[src/logic/an_pkg.sv]
// ----------------------------------------------------------
// Shared types for the 1000BASE-X Clause 37 auto-negotiation
// block. Import into any module that handles config words
// ----------------------------------------------------------
package an_pkg;

   // Base page in Clause 37 bit order, bit 15 first
   typedef struct packed {
      logic       np;      // Next page follows
      logic       ack;     // Partner page seen three times
      // Remote fault
      // 00 ok, 01 offline, 10 link failure, 11 link error
      logic [1:0] rf;
      logic [2:0] rsv_hi;
      // Pause ability
      // 00 none, 01 asym, 10 sym, 11 sym and asym
      logic [1:0] ps;
      logic       hd;      // Half duplex capable
      logic       fd;      // Full duplex capable
      logic [4:0] rsv_lo;
   } ability_t;

   // Same 16 bits seen two ways
   // raw for equality and breaklink checks, page for the fields
   typedef union packed {
      logic [15:0] raw;
      ability_t    page;
   } cfg_word_u;

   // Arbitration states, order matters for the watchdog
   typedef enum logic [2:0] {
      AN_RESTART = 3'd0,
      AN_ABILITY = 3'd1,
      AN_ACK     = 3'd2,
      AN_IDLE    = 3'd3,
      AN_LINK_OK = 3'd4,
      AN_ABORT   = 3'd5
   } an_state_e;

   // Status word, high bit first
   typedef struct packed {
      logic       abort;
      logic       ability;
      logic       wdog_disable;
      logic [1:0] remote_fault;
      logic       abl_mismatch;
      logic       ack;
      logic       idle;
      logic       link_ok;
   } an_status_t;

   // All zero word, restarts the partner after three in a row
   localparam cfg_word_u BREAKLINK_WORD = '0;

endpackage

[src/logic/an_arbiter.sv]
// ----------------------------------------------------------
// Clause 37 arbitration FSM with ability, ack and consistency
// flags, a watchdog that falls back to abort, and status
// ----------------------------------------------------------
`timescale 1ns/1ps

module an_arbiter #(
   parameter int TIMER_TICKS = 1250000,
   parameter int TIMER_W     = 21
) (
   input  logic               rx_clk,
   input  logic               an_rst,
   input  logic               los,
   input  logic               link_det,
   input  logic               match_ok,
   input  an_pkg::cfg_word_u  lacr_prev,
   input  logic               breaklink_seen,
   input  logic               timer_on,
   input  logic               timer_done,
   output logic               timer_start,
   output logic               filter_hold,
   output logic               send_req,
   output logic               send_ack,
   output logic               send_breaklink,
   output logic               operate,
   output an_pkg::an_status_t an_status
);
   import an_pkg::*;

   // Watchdog runs for eight link timer periods
   localparam int WDOG_TIME = 8 * TIMER_TICKS;
   localparam int WDOG_W    = TIMER_W + 3;

   an_state_e         state;
   an_state_e         n_state;
   cfg_word_u         acked_w;
   cfg_word_u         ability_w;
   logic              abl_match;
   logic              ack_match;
   logic              consistency_match;
   logic              ack_seen;
   logic              timer_idle;
   logic              force_restart;
   logic              wdog_disable;
   logic              wdog_timeout;
   logic [WDOG_W-1:0] wdog_cnt;
   logic              n_operate;
   an_status_t        status_c;

   // Restart on breaklink, loss of signal or watchdog expiry
   // Breaklink is ignored once the watchdog has given up
   assign force_restart = (breaklink_seen & ~wdog_disable) | los | wdog_timeout;

   always_ff @(posedge rx_clk) begin
      if (an_rst || force_restart) begin
         state <= AN_RESTART;
      end else begin
         state <= n_state;
      end
   end

   // Freeze matching while we send breaklink
   assign filter_hold = (state == AN_RESTART);

   // Ability as it should come back once acknowledged
   always_comb begin
      acked_w = lacr_prev;
      acked_w.page.ack = 1'b1;
   end

   // Partner word is an ack seen in ACK state
   assign ack_seen = (state == AN_ACK) && match_ok && lacr_prev.page.ack;

   always_ff @(posedge rx_clk) begin
      if (state == AN_ABILITY && match_ok) begin
         ability_w <= acked_w;
      end
   end

   // Flags start over on every restart
   always_ff @(posedge rx_clk) begin
      if (an_rst || state == AN_RESTART) begin
         abl_match         <= 1'b0;
         ack_match         <= 1'b0;
         consistency_match <= 1'b0;
      end else begin
         if (state == AN_ABILITY && match_ok) begin
            abl_match <= 1'b1;
         end
         if (ack_seen) begin
            ack_match <= 1'b1;
         end
         // Checked on the same edge as the ack so the two agree
         if (ack_seen || ack_match) begin
            consistency_match <= (ability_w.raw == lacr_prev.raw);
         end
      end
   end

   // Restart the timer only once the last run has ended
   assign timer_idle = !timer_on && !timer_done;

   always_comb begin
      n_state        = state;
      timer_start    = 1'b0;
      send_req       = 1'b0;
      send_ack       = 1'b0;
      send_breaklink = 1'b0;
      n_operate      = 1'b0;
      case (state)
         AN_RESTART: begin
            send_req       = 1'b1;
            send_breaklink = 1'b1;
            timer_start    = timer_idle;
            if (timer_done && link_det) begin
               n_state = wdog_disable ? AN_ABORT : AN_ABILITY;
            end
         end
         AN_ABILITY: begin
            send_req = 1'b1;
            if (abl_match) begin
               n_state = AN_ACK;
            end
         end
         AN_ACK: begin
            send_req    = 1'b1;
            send_ack    = 1'b1;
            timer_start = timer_idle;
            if (timer_done && ack_match) begin
               n_state = consistency_match ? AN_IDLE : AN_RESTART;
            end
         end
         AN_IDLE: begin
            // Word still pending in the encoder must carry ack
            send_ack    = 1'b1;
            timer_start = timer_idle;
            if (timer_done) begin
               n_state = AN_LINK_OK;
            end
         end
         AN_LINK_OK: begin
            // Local page keeps the ack of the partner page
            send_ack  = 1'b1;
            n_operate = 1'b1;
         end
         AN_ABORT: begin
            // Give up and run without negotiation
            n_operate = 1'b1;
         end
         default: begin
            n_state = AN_RESTART;
         end
      endcase
   end

   // Watchdog, cleared on forward progress or loss of signal
   always_ff @(posedge rx_clk) begin
      if (an_rst || los || (n_state > state && state != AN_RESTART)) begin
         wdog_cnt     <= '0;
         wdog_disable <= 1'b0;
      end else if (link_det && state != AN_LINK_OK) begin
         if (!wdog_disable) begin
            wdog_cnt <= wdog_cnt + 1'b1;
         end
         if (wdog_timeout) begin
            wdog_disable <= 1'b1;
         end
      end
   end

   // Single event, count parks once disabled
   assign wdog_timeout = !wdog_disable && (wdog_cnt == WDOG_W'(WDOG_TIME));

   always_comb begin
      status_c.abort        = (state == AN_ABORT);
      status_c.ability      = (state == AN_ABILITY);
      status_c.wdog_disable = wdog_disable;
      status_c.remote_fault = lacr_prev.page.rf;
      // Partner lacks full duplex
      status_c.abl_mismatch = abl_match & ~ability_w.page.fd;
      status_c.ack          = (state == AN_ACK);
      status_c.idle         = (state == AN_IDLE);
      status_c.link_ok      = (state == AN_LINK_OK);
   end

   always_ff @(posedge rx_clk) begin
      if (an_rst) begin
         operate   <= 1'b0;
         an_status <= '0;
      end else begin
         operate   <= n_operate;
         an_status <= status_c;
      end
   end

   a_operate_state: assert property (
      @(posedge rx_clk) disable iff (an_rst)
      operate |-> $past(state == AN_LINK_OK || state == AN_ABORT)
   );

endmodule

[src/logic/an_top.sv]
// ----------------------------------------------------------
// Clause 37 auto-negotiation top level. Takes decoded config
// words from the PCS receive path, gives the word to transmit
// ----------------------------------------------------------
`timescale 1ns/1ps

module an_top #(
   parameter int TIMER_TICKS = 1250000,
   parameter int TIMER_W     = 21
) (
   input  logic               rx_clk,
   input  logic               an_rst,
   input  logic               los,
   input  an_pkg::cfg_word_u  lacr_in,
   input  logic               lacr_in_stb,
   output an_pkg::cfg_word_u  lacr_out,
   output logic               lacr_send,
   output logic               operate,
   output an_pkg::an_status_t an_status
);
   import an_pkg::*;

   // Filter to arbiter
   logic      link_det;
   logic      match_ok;
   cfg_word_u lacr_prev;
   logic      breaklink_seen;
   logic      filter_hold;
   // Timer handshake
   logic      timer_start;
   logic      timer_on;
   logic      timer_done;
   // Arbiter to encoder
   logic      send_req;
   logic      send_ack;
   logic      send_breaklink;

   lacr_rx_filter u_rx_filter (
      .rx_clk         (rx_clk),
      .an_rst         (an_rst),
      .los            (los),
      .lacr_in        (lacr_in),
      .lacr_in_stb    (lacr_in_stb),
      .filter_hold    (filter_hold),
      .link_det       (link_det),
      .match_ok       (match_ok),
      .lacr_prev      (lacr_prev),
      .breaklink_seen (breaklink_seen)
   );

   link_timer #(
      .TIMER_TICKS (TIMER_TICKS),
      .TIMER_W     (TIMER_W)
   ) u_link_timer (
      .rx_clk      (rx_clk),
      .an_rst      (an_rst),
      .timer_start (timer_start),
      .timer_on    (timer_on),
      .timer_done  (timer_done)
   );

   an_arbiter #(
      .TIMER_TICKS (TIMER_TICKS),
      .TIMER_W     (TIMER_W)
   ) u_arbiter (
      .rx_clk         (rx_clk),
      .an_rst         (an_rst),
      .los            (los),
      .link_det       (link_det),
      .match_ok       (match_ok),
      .lacr_prev      (lacr_prev),
      .breaklink_seen (breaklink_seen),
      .timer_on       (timer_on),
      .timer_done     (timer_done),
      .timer_start    (timer_start),
      .filter_hold    (filter_hold),
      .send_req       (send_req),
      .send_ack       (send_ack),
      .send_breaklink (send_breaklink),
      .operate        (operate),
      .an_status      (an_status)
   );

   lacr_tx_encoder u_tx_encoder (
      .rx_clk         (rx_clk),
      .an_rst         (an_rst),
      .send_req       (send_req),
      .send_ack       (send_ack),
      .send_breaklink (send_breaklink),
      .lacr_out       (lacr_out),
      .lacr_send      (lacr_send)
   );

endmodule

[src/logic/lacr_rx_filter.sv]
// ----------------------------------------------------------
// Receive side filter for config words. Detects the link,
// counts matching words and spots breaklink from the partner
// ----------------------------------------------------------
`timescale 1ns/1ps

module lacr_rx_filter (
   input  logic              rx_clk,
   input  logic              an_rst,
   input  logic              los,
   input  an_pkg::cfg_word_u lacr_in,
   input  logic              lacr_in_stb,
   input  logic              filter_hold,
   output logic              link_det,
   output logic              match_ok,
   output an_pkg::cfg_word_u lacr_prev,
   output logic              breaklink_seen
);
   import an_pkg::*;

   cfg_word_u  in_masked;
   cfg_word_u  prev_masked;
   logic       same_word;
   logic       match_pls;
   logic       change_pls;
   logic [2:0] match_cnt;
   logic [1:0] zero_cnt;

   // Any strobe means a partner is out there
   always_ff @(posedge rx_clk) begin
      if (an_rst || los) begin
         link_det <= 1'b0;
      end else if (lacr_in_stb) begin
         link_det <= 1'b1;
      end
   end

   // Ack bit ignored when comparing words
   always_comb begin
      in_masked = lacr_in;
      in_masked.page.ack = 1'b0;
      prev_masked = lacr_prev;
      prev_masked.page.ack = 1'b0;
   end

   assign same_word = (in_masked.raw == prev_masked.raw);

   // Match and change pulses one cycle after the strobe
   // Held off entirely while the arbiter restarts
   always_ff @(posedge rx_clk) begin
      if (an_rst) begin
         lacr_prev  <= BREAKLINK_WORD;
         match_pls  <= 1'b0;
         change_pls <= 1'b0;
         match_cnt  <= 3'd0;
      end else begin
         if (lacr_in_stb && !filter_hold) begin
            lacr_prev <= lacr_in;
         end
         match_pls  <= lacr_in_stb & ~filter_hold & same_word;
         change_pls <= lacr_in_stb & ~filter_hold & ~same_word;
         // Saturating count of matches in a row
         if (change_pls || breaklink_seen) begin
            match_cnt <= 3'd0;
         end else if (match_pls && match_cnt != 3'd3) begin
            match_cnt <= match_cnt + 3'd1;
         end
      end
   end

   assign match_ok = (match_cnt == 3'd3);

   // Zero words in a row, counted even during restart
   always_ff @(posedge rx_clk) begin
      if (an_rst) begin
         zero_cnt <= 2'd0;
      end else if (lacr_in_stb) begin
         if (lacr_in.raw == BREAKLINK_WORD.raw) begin
            if (zero_cnt != 2'd3) begin
               zero_cnt <= zero_cnt + 2'd1;
            end
         end else begin
            zero_cnt <= 2'd0;
         end
      end
   end

   // High from the edge that takes the third zero word
   assign breaklink_seen = (zero_cnt == 2'd3);

   a_match_cnt_range: assert property (
      @(posedge rx_clk) disable iff (an_rst) match_cnt <= 3'd3
   );

endmodule

[src/logic/lacr_tx_encoder.sv]
// ----------------------------------------------------------
// Builds and registers the config word for the transmit side
// from the arbiter requests, one cycle behind them
// ----------------------------------------------------------
`timescale 1ns/1ps

module lacr_tx_encoder (
   input  logic              rx_clk,
   input  logic              an_rst,
   input  logic              send_req,
   input  logic              send_ack,
   input  logic              send_breaklink,
   output an_pkg::cfg_word_u lacr_out,
   output logic              lacr_send
);
   import an_pkg::*;

   cfg_word_u page_w;

   // Local page, full duplex only
   // No pause, no remote fault, no next page
   always_comb begin
      page_w = '0;
      page_w.page.fd  = 1'b1;
      page_w.page.ack = send_ack;
   end

   always_ff @(posedge rx_clk) begin
      if (an_rst) begin
         lacr_out  <= BREAKLINK_WORD;
         lacr_send <= 1'b0;
      end else begin
         lacr_send <= send_req;
         lacr_out  <= send_breaklink ? BREAKLINK_WORD : page_w;
      end
   end

   a_breaklink_zero: assert property (
      @(posedge rx_clk) disable iff (an_rst)
      $past(send_breaklink) |-> (lacr_out.raw == 16'h0000)
   );

endmodule

[src/logic/link_timer.sv]
// ----------------------------------------------------------
// Clause 37 link timer. A start pulse loads the count and a
// done pulse follows TIMER_TICKS cycles later
// ----------------------------------------------------------
`timescale 1ns/1ps

module link_timer #(
   parameter int TIMER_TICKS = 1250000,
   parameter int TIMER_W     = 21
) (
   input  logic rx_clk,
   input  logic an_rst,
   input  logic timer_start,
   output logic timer_on,
   output logic timer_done
);

   logic [TIMER_W-1:0] cnt;

   always_ff @(posedge rx_clk) begin
      if (an_rst) begin
         cnt        <= '0;
         timer_on   <= 1'b0;
         timer_done <= 1'b0;
      end else begin
         timer_done <= 1'b0;
         if (timer_start) begin
            cnt      <= TIMER_W'(TIMER_TICKS);
            timer_on <= 1'b1;
         end else if (timer_on) begin
            cnt <= cnt - 1'b1;
            // Last tick, single cycle done
            if (cnt == TIMER_W'(1)) begin
               timer_done <= 1'b1;
               timer_on   <= 1'b0;
            end
         end
      end
   end

endmodule

[config.mk]
export PLATFORM = sky130hd
export DESIGN_NAME = an_top
export DESIGN_NICKNAME = d
export VERILOG_FILES = /design/src/logic/an_pkg.sv /design/src/logic/an_arbiter.sv /design/src/logic/an_top.sv /design/src/logic/lacr_rx_filter.sv /design/src/logic/lacr_tx_encoder.sv /design/src/logic/link_timer.sv
export SDC_FILE = /design/constraint.sdc
export NUM_CORES = 1
export LEC_CHECK = 0
export ABC_AREA = 1
export BUFFER_PORTS_ARGS = -buffer_cell sky130_fd_sc_hd__buf_2
export CORE_ASPECT_RATIO = 1.25
export CORE_UTILIZATION = 64
export CTS_BUF_LIST = sky130_fd_sc_hd__clkbuf_16
export DETAILED_ROUTE_END_ITERATION = 16
export PLACE_DENSITY_LB_ADDON = 0.08
export SYNTH_ARGS = -nofsm -noshare
export SYNTH_HDL_FRONTEND = slang
export SYNTH_SLANG_ARGS = --single-unit
[constraint.sdc]
create_clock -name rx_clk -period 4.7 [get_ports rx_clk]
set_input_delay 0 -clock rx_clk [delete_from_list [all_inputs] [get_ports rx_clk]]
set_output_delay 0 -clock rx_clk [all_outputs]
set_load 0.005 [all_outputs]
* After elaboration in Yosys (flattened, before gate mapping)
Index checks and enable logic that the tools add are counted.
Storage, ports and cells: RAM bits 0, input port bits 20, bits in latches 0, output and inout port bits 27, bits in read-only memories 0, register bits 120, word-level logic and storage cells 118, memories 0
Cells by class: $add $sub $neg 4, $lt $le $gt $ge 1, reductions and logical operators 36, multipliers 0, divide/modulo/power cells 0, multiplexer cells 21, shift operators 0, eq/ne operators 15, bitwise gates (word level) 12
Operator list (number):
- $mux 21 | 2
- $add 24x1->24 const B | 1
- $eq 24x24->1 const B | 1
- $eq 21x1->1 const B | 1
- $sub 21x1->21 const B | 1
- $eq 16x16->1 | 1
- $logic_not 16->1 | 1
- $eq 15x15->1 | 1
- $mux 3 | 5
- $pmux 3 s5 | 1
- $reduce_or 3->1 | 4
- $logic_and 1x1->1 | 11
- $eq 3x2->1 const B | 3
- $mux 1 | 9
- $reduce_or 2->1 | 4
- $eq 3x3->1 const B | 2
- $logic_or 1x1->1 | 6
- $mux 2 | 3
- $mux 6 | 1
- $reduce_and 2->1 | 3
- $and 1x1->1 | 5
- $not 1->1 | 5
- $logic_not 1->1 | 4
- $ne 2x2->1 const B | 2
- 11 further kinds | 12

* Longest topological paths before layout
depth after elaboration 6, mapped depth 16, gate-level depth less buffers 15

* Hierarchy
From an unflattened synthesis, not the netlist that was laid out.
Unflattened totals: cells, all modules 792, area, all modules 5627.9 µm²
By module, submodules not included:
- an_arbiter | instances 1, cells each 432, area an instance 2996.6 µm²
- link_timer | instances 1, cells each 182, area an instance 1268.7 µm²
- lacr_rx_filter | instances 1, cells each 152, area an instance 1158.6 µm²
- lacr_tx_encoder | instances 1, cells each 26, area an instance 203.9 µm²

* Worst setup path after synthesis
No wires, ideal clock.
path kind flip-flop to flip-flop, start register u_arbiter.state[1], end register u_arbiter.wdog_cnt[20], arrival time 1.946 ns, stages on the path, launching flop included 17, library setup time 0.064 ns, clock period less this slack 2.010 ns, slack 2.690 ns, cell sequence dfxtp_1 inv_1 nand3_1 nand2_1 inv_1 o21ai_0 a21oi_1 inv_1 ha_1 a21oi_1 nand2_1 nand3_1 nand2_2 inv_2 buf_6 nand2_1 nor2_1
On the way: longest elaborated chain between the ends 6, elaborated cells between the ends (all ways) 19, classes of those cells order compare: 1; eq/ne: 6; mux: 5; reduce/logical: 7
Ends and longest elaborated chain:
- start, declared | RTL line an_arbiter.sv:34 | an_state_e state;
- start signal, assigned | RTL line an_arbiter.sv:58 | state <= n_state;
- $eq 3x3->1 | RTL line an_arbiter.sv:110 | case (state)
- $reduce_or 2->1 (no source line)
- $pmux 3 s5 (*) | RTL line an_arbiter.sv:110
- via u_arbiter.n_state[2] | RTL line an_arbiter.sv:35 | an_state_e n_state;
- $gt 3x3->1 (*) | RTL line an_arbiter.sv:158 | if (an_rst || los || (n_state > state && state != AN_RESTART)) begin
- $logic_and 1x1->1 (*) | RTL line an_arbiter.sv:158
- $logic_or 1x1->1 (*) | RTL line an_arbiter.sv:158
- end signal, assigned | RTL line an_arbiter.sv:163 | wdog_cnt <= wdog_cnt + 1'b1;
- end, declared | RTL line an_arbiter.sv:46 | logic [WDOG_W-1:0] wdog_cnt;
Mark *: on every way through the listed nets, which the timed path passes. The rest lies on a longest branch. A chain may end at the register's enable or synchronous reset.

* Worst setup path in the final report
start register u_arbiter.state[1], end register u_arbiter.wdog_cnt[3]
The elaborated chain is that of the path after synthesis.

==> metrics <==
status=finished, violations left; failing checks=hold timing; Critical R2R Capture=u_arbiter.wdog_cnt[3]; CP Cell Sequence=inv_1, nand3_1, nand2_1, inv_1, o21ai_0, a21oi_1, inv_1, ha_1, a21oi_1, nand2_1, nand3_1, nand2_2, inv_2, o21ai_0, a21oi_1; Worst Setup Start Kind=flip-flop; worst-margin pin slew=between 0.8 and 0.9 ns; most common cell after layout, fill and taps aside=nor2_1; Crit Path Max Fanout=18; dominant synthesized flop cell=dfxtp_1; FP Rows=36; syn_area_per_cell=about 7 um^2; critical path data required time=4.98 ns; R2R setup slack=2.17 ns; Synth cell types=37; first-pass GRT wire length=about 19000 um; Vias=4773; initial antenna violation count=0; top cells by area, synth=dfxtp_1 (34%), nor2_1 (10%), nand2_1 (9.7%); largest net degree at the start of global routing=29; VDD IR-drop max=243.0 uV; vias per inst=roughly 5.3; pwr/cell area=294.9 mW/mm^2; Synth area leader=dfxtp_1; clock slew at reported path FFs=0.07 ns; fin area=0.005891 mm^2; Critical Path End Type=flip-flop; DRT iter0 DRCs=roughly 220; core area=slightly below 0.008 mm^2; final wirelength=between 10000 and 15000 um; R2R depth=15; Post-DP Area=0.005484 mm^2; DRC viols=0; hold_ws=-0.002508 ns; Max Clk Rate=395.4 MHz; port bufs=32; # IOs=47; post-DP HPWL=8327 um; Slew HR=a little under half; Congestion Overflow GR=0; Root Driver=clkbuf_16; Final Setup Violations=0; DR pass1 iterations=5; final worst path period share=53.81%; share of layout cells above drive strength 1=7.990%; Die Y=approximately 100 um; initial core utilization=between 60% and 70%; Final Hold Vio Count=1; crit path max-delay cell type=dfxtp_1; clk buf depth=2; RR Startpoint=u_arbiter.state[1]; WL per Instance=~13 um; Max Slew Vio Count=0; leakage power=2.508 nW; vias in the first global route=approximately 4400; most frequent cells in the layout=nor2_1 (144), nand2_1 (138), inv_1 (110), dfxtp_1 (91), a21oi_1 (48); final std cells w/o fill=~900; placed cells=865; H-tree Lvls=3; CTS tree=built; CP arrival=2.81 ns; synth warn=0; Die ar.=approximately 0.0087 mm^2; CP top delay family=compound AO/OA/AOI/OAI gates; Routed Antenna Nets=0; post-cts sizing count=0; EDFF count, synth=15; worst setup path end=u_arbiter.wdog_cnt[3]; # clock sinks=106; post-layout min period=2.529 ns; Final Util=between 70% and 80%; Die Width=83.53 um; CP Class=flip-flop to flip-flop; Worst Skew=0.006389 ns; post-CTS setup buffer count=0; area grow syn2layout=10.78%; unrepaired setup endpoints after global routing=false; async set or reset register ratio after synthesis=0%; Worst Hold Class=input port to flip-flop; cell count along the critical path=15; Worst-Skew Late Latency=0.35 ns; Max Cap Viol=0; Setup TNS Final=0 ns; layout net count=roughly 830; Yosys reg bits=106; TritonCTS Buffers=9; worst path bufs/invs=4; Tot GR Track Use=about 28%; Synth top area share=between 30% and 40%; antenna diode count=0; crit path from=u_arbiter.state[1]; Post-Syn Instances=about 750; GP Congestion=about 0.94; # fillers=~630; Slowest Stage Delay on Critical Path=0.42 ns; Netlist Area Pre-Place=between 0.005 and 0.006 mm^2; sequential area share after synthesis=42.73%
how the worst min path moves through the flow:
stage           startpoint                   endpoint  slack, ns  cells after the start
6_report       lacr_in[13]  u_rx_filter.lacr_prev[13]     -0.003                      3
5_1_grt         lacr_in[5]   u_rx_filter.lacr_prev[5]       0.02                      3
4_1_cts         lacr_in[5]   u_rx_filter.lacr_prev[5]     0.0007                      3
3_5_place_dp   lacr_in[14]  u_rx_filter.lacr_prev[14]       0.30                      3
3_3_place_gp   lacr_in[14]  u_rx_filter.lacr_prev[14]       0.29                      3
2_1_floorplan  lacr_in_stb       u_rx_filter.link_det       0.15                      2
kinds of logic (layout without fill, tap and decap cells):
group,Yosys count,after routing,share of synthesized area [%]
AND/OR/NAND/NOR,379,379,30.94
buffers and inverters,133,173,10.87
flip-flops,106,106,42.73
AO/OA/AOI/OAI,95,95,9.082
XOR/XNOR,24,24,3.953
adder cells (fa/ha/maj),10,10,2.353
other,1,14,0.07052
layer usage:
| metal | vias up | part of all wire [%] | track usage, % |
|---|---|---|---|
| met5 | - | 0 | 0 |
| met4 | 0 | 3.0 | 14.41 |
| met3 | 27 | 4.5 | 3.175 |
| met2 | 135 | 49 | 47.42 |
| met1 | 2161 | 43 | 33.74 |
| li1 | 2450 | - | - |
final cells by class:
cell class | instances | area, um^2 | share of cell area [%]
tap | 95 | 118.9 | 2.018
inverter | 109 | 409.1 | 6.946
multi-input combinational | 522 | 2516 | 42.71
sequential | 106 | 2272 | 38.57
clock buffer | 9 | 225.2 | 3.823
clock inverter | 7 | 31.28 | 0.5310
timing repair buffer | 48 | 317.8 | 5.395
through the flow:
stage	total power [mW]	setup slack, ns
after floorplan	1.054	2.690
after global placement	1.079	2.421
after detailed placement	1.082	2.221
after CTS	1.747	2.206
after global routing	1.801	1.892
final	1.737	2.171
report_power, final:
part | leakage [nW] | total, mW | internal (mW) | switching [mW]
clock network | 0.134 | 0.663 | 0.349 | 0.314
logic | 1.51 | 0.137 | 0.0490 | 0.0880
registers | 0.867 | 0.938 | 0.927 | 0.0106
flip-flops by register name, indices dropped and copies added, names as in the netlist:
register / count
u_link_timer.cnt: 21
u_link_timer.timer_on: 1
u_arbiter.ability_w: 15
u_tx_encoder.lacr_send: 1
u_arbiter.abl_match: 1
u_rx_filter.link_det: 1
u_arbiter.state: 3
u_rx_filter.change_pls: 1
u_arbiter.ack_match: 1
u_arbiter.operate: 1
u_rx_filter.lacr_prev: 16
u_rx_filter.zero_cnt: 2
u_rx_filter.match_pls: 1
u_arbiter.wdog_disable: 1
u_link_timer.timer_done: 1
u_arbiter.an_status: 9
u_rx_filter.match_cnt: 3
u_arbiter.wdog_cnt: 24
u_tx_encoder.lacr_out: 2
u_arbiter.consistency_match: 1
cells in the mapped netlist (6+ instances only):
cell type  count
a21oi_1       48
nand2_1      138
inv_1        107
buf_4         14
xnor2_1       17
ha_1          10
nor3_1        10
nand3_1       45
dfxtp_1       91
nor2_1       144
nand2_2        6
o21ai_0       43
xor2_1         7
edfxtp_1      15
nand4_1       20
worst reg2reg max path, cell delays in order (launching register included):
cell,delay [ns]
dfxtp_1,0.42
inv_1,0.12
nand3_1,0.11
nand2_1,0.07
inv_1,0.07
o21ai_0,0.09
a21oi_1,0.19
inv_1,0.08
ha_1,0.34
a21oi_1,0.18
nand2_1,0.06
nand3_1,0.08
nand2_2,0.11
inv_2,0.27
o21ai_0,0.14
a21oi_1,0.12
what timing repair did:
item	CTS	global route
hold buffers	15	0
endpoints found under the hold margin	15	0
endpoints found under the setup margin	0	0
Note: power is estimated with default switching activity, not from simulation.
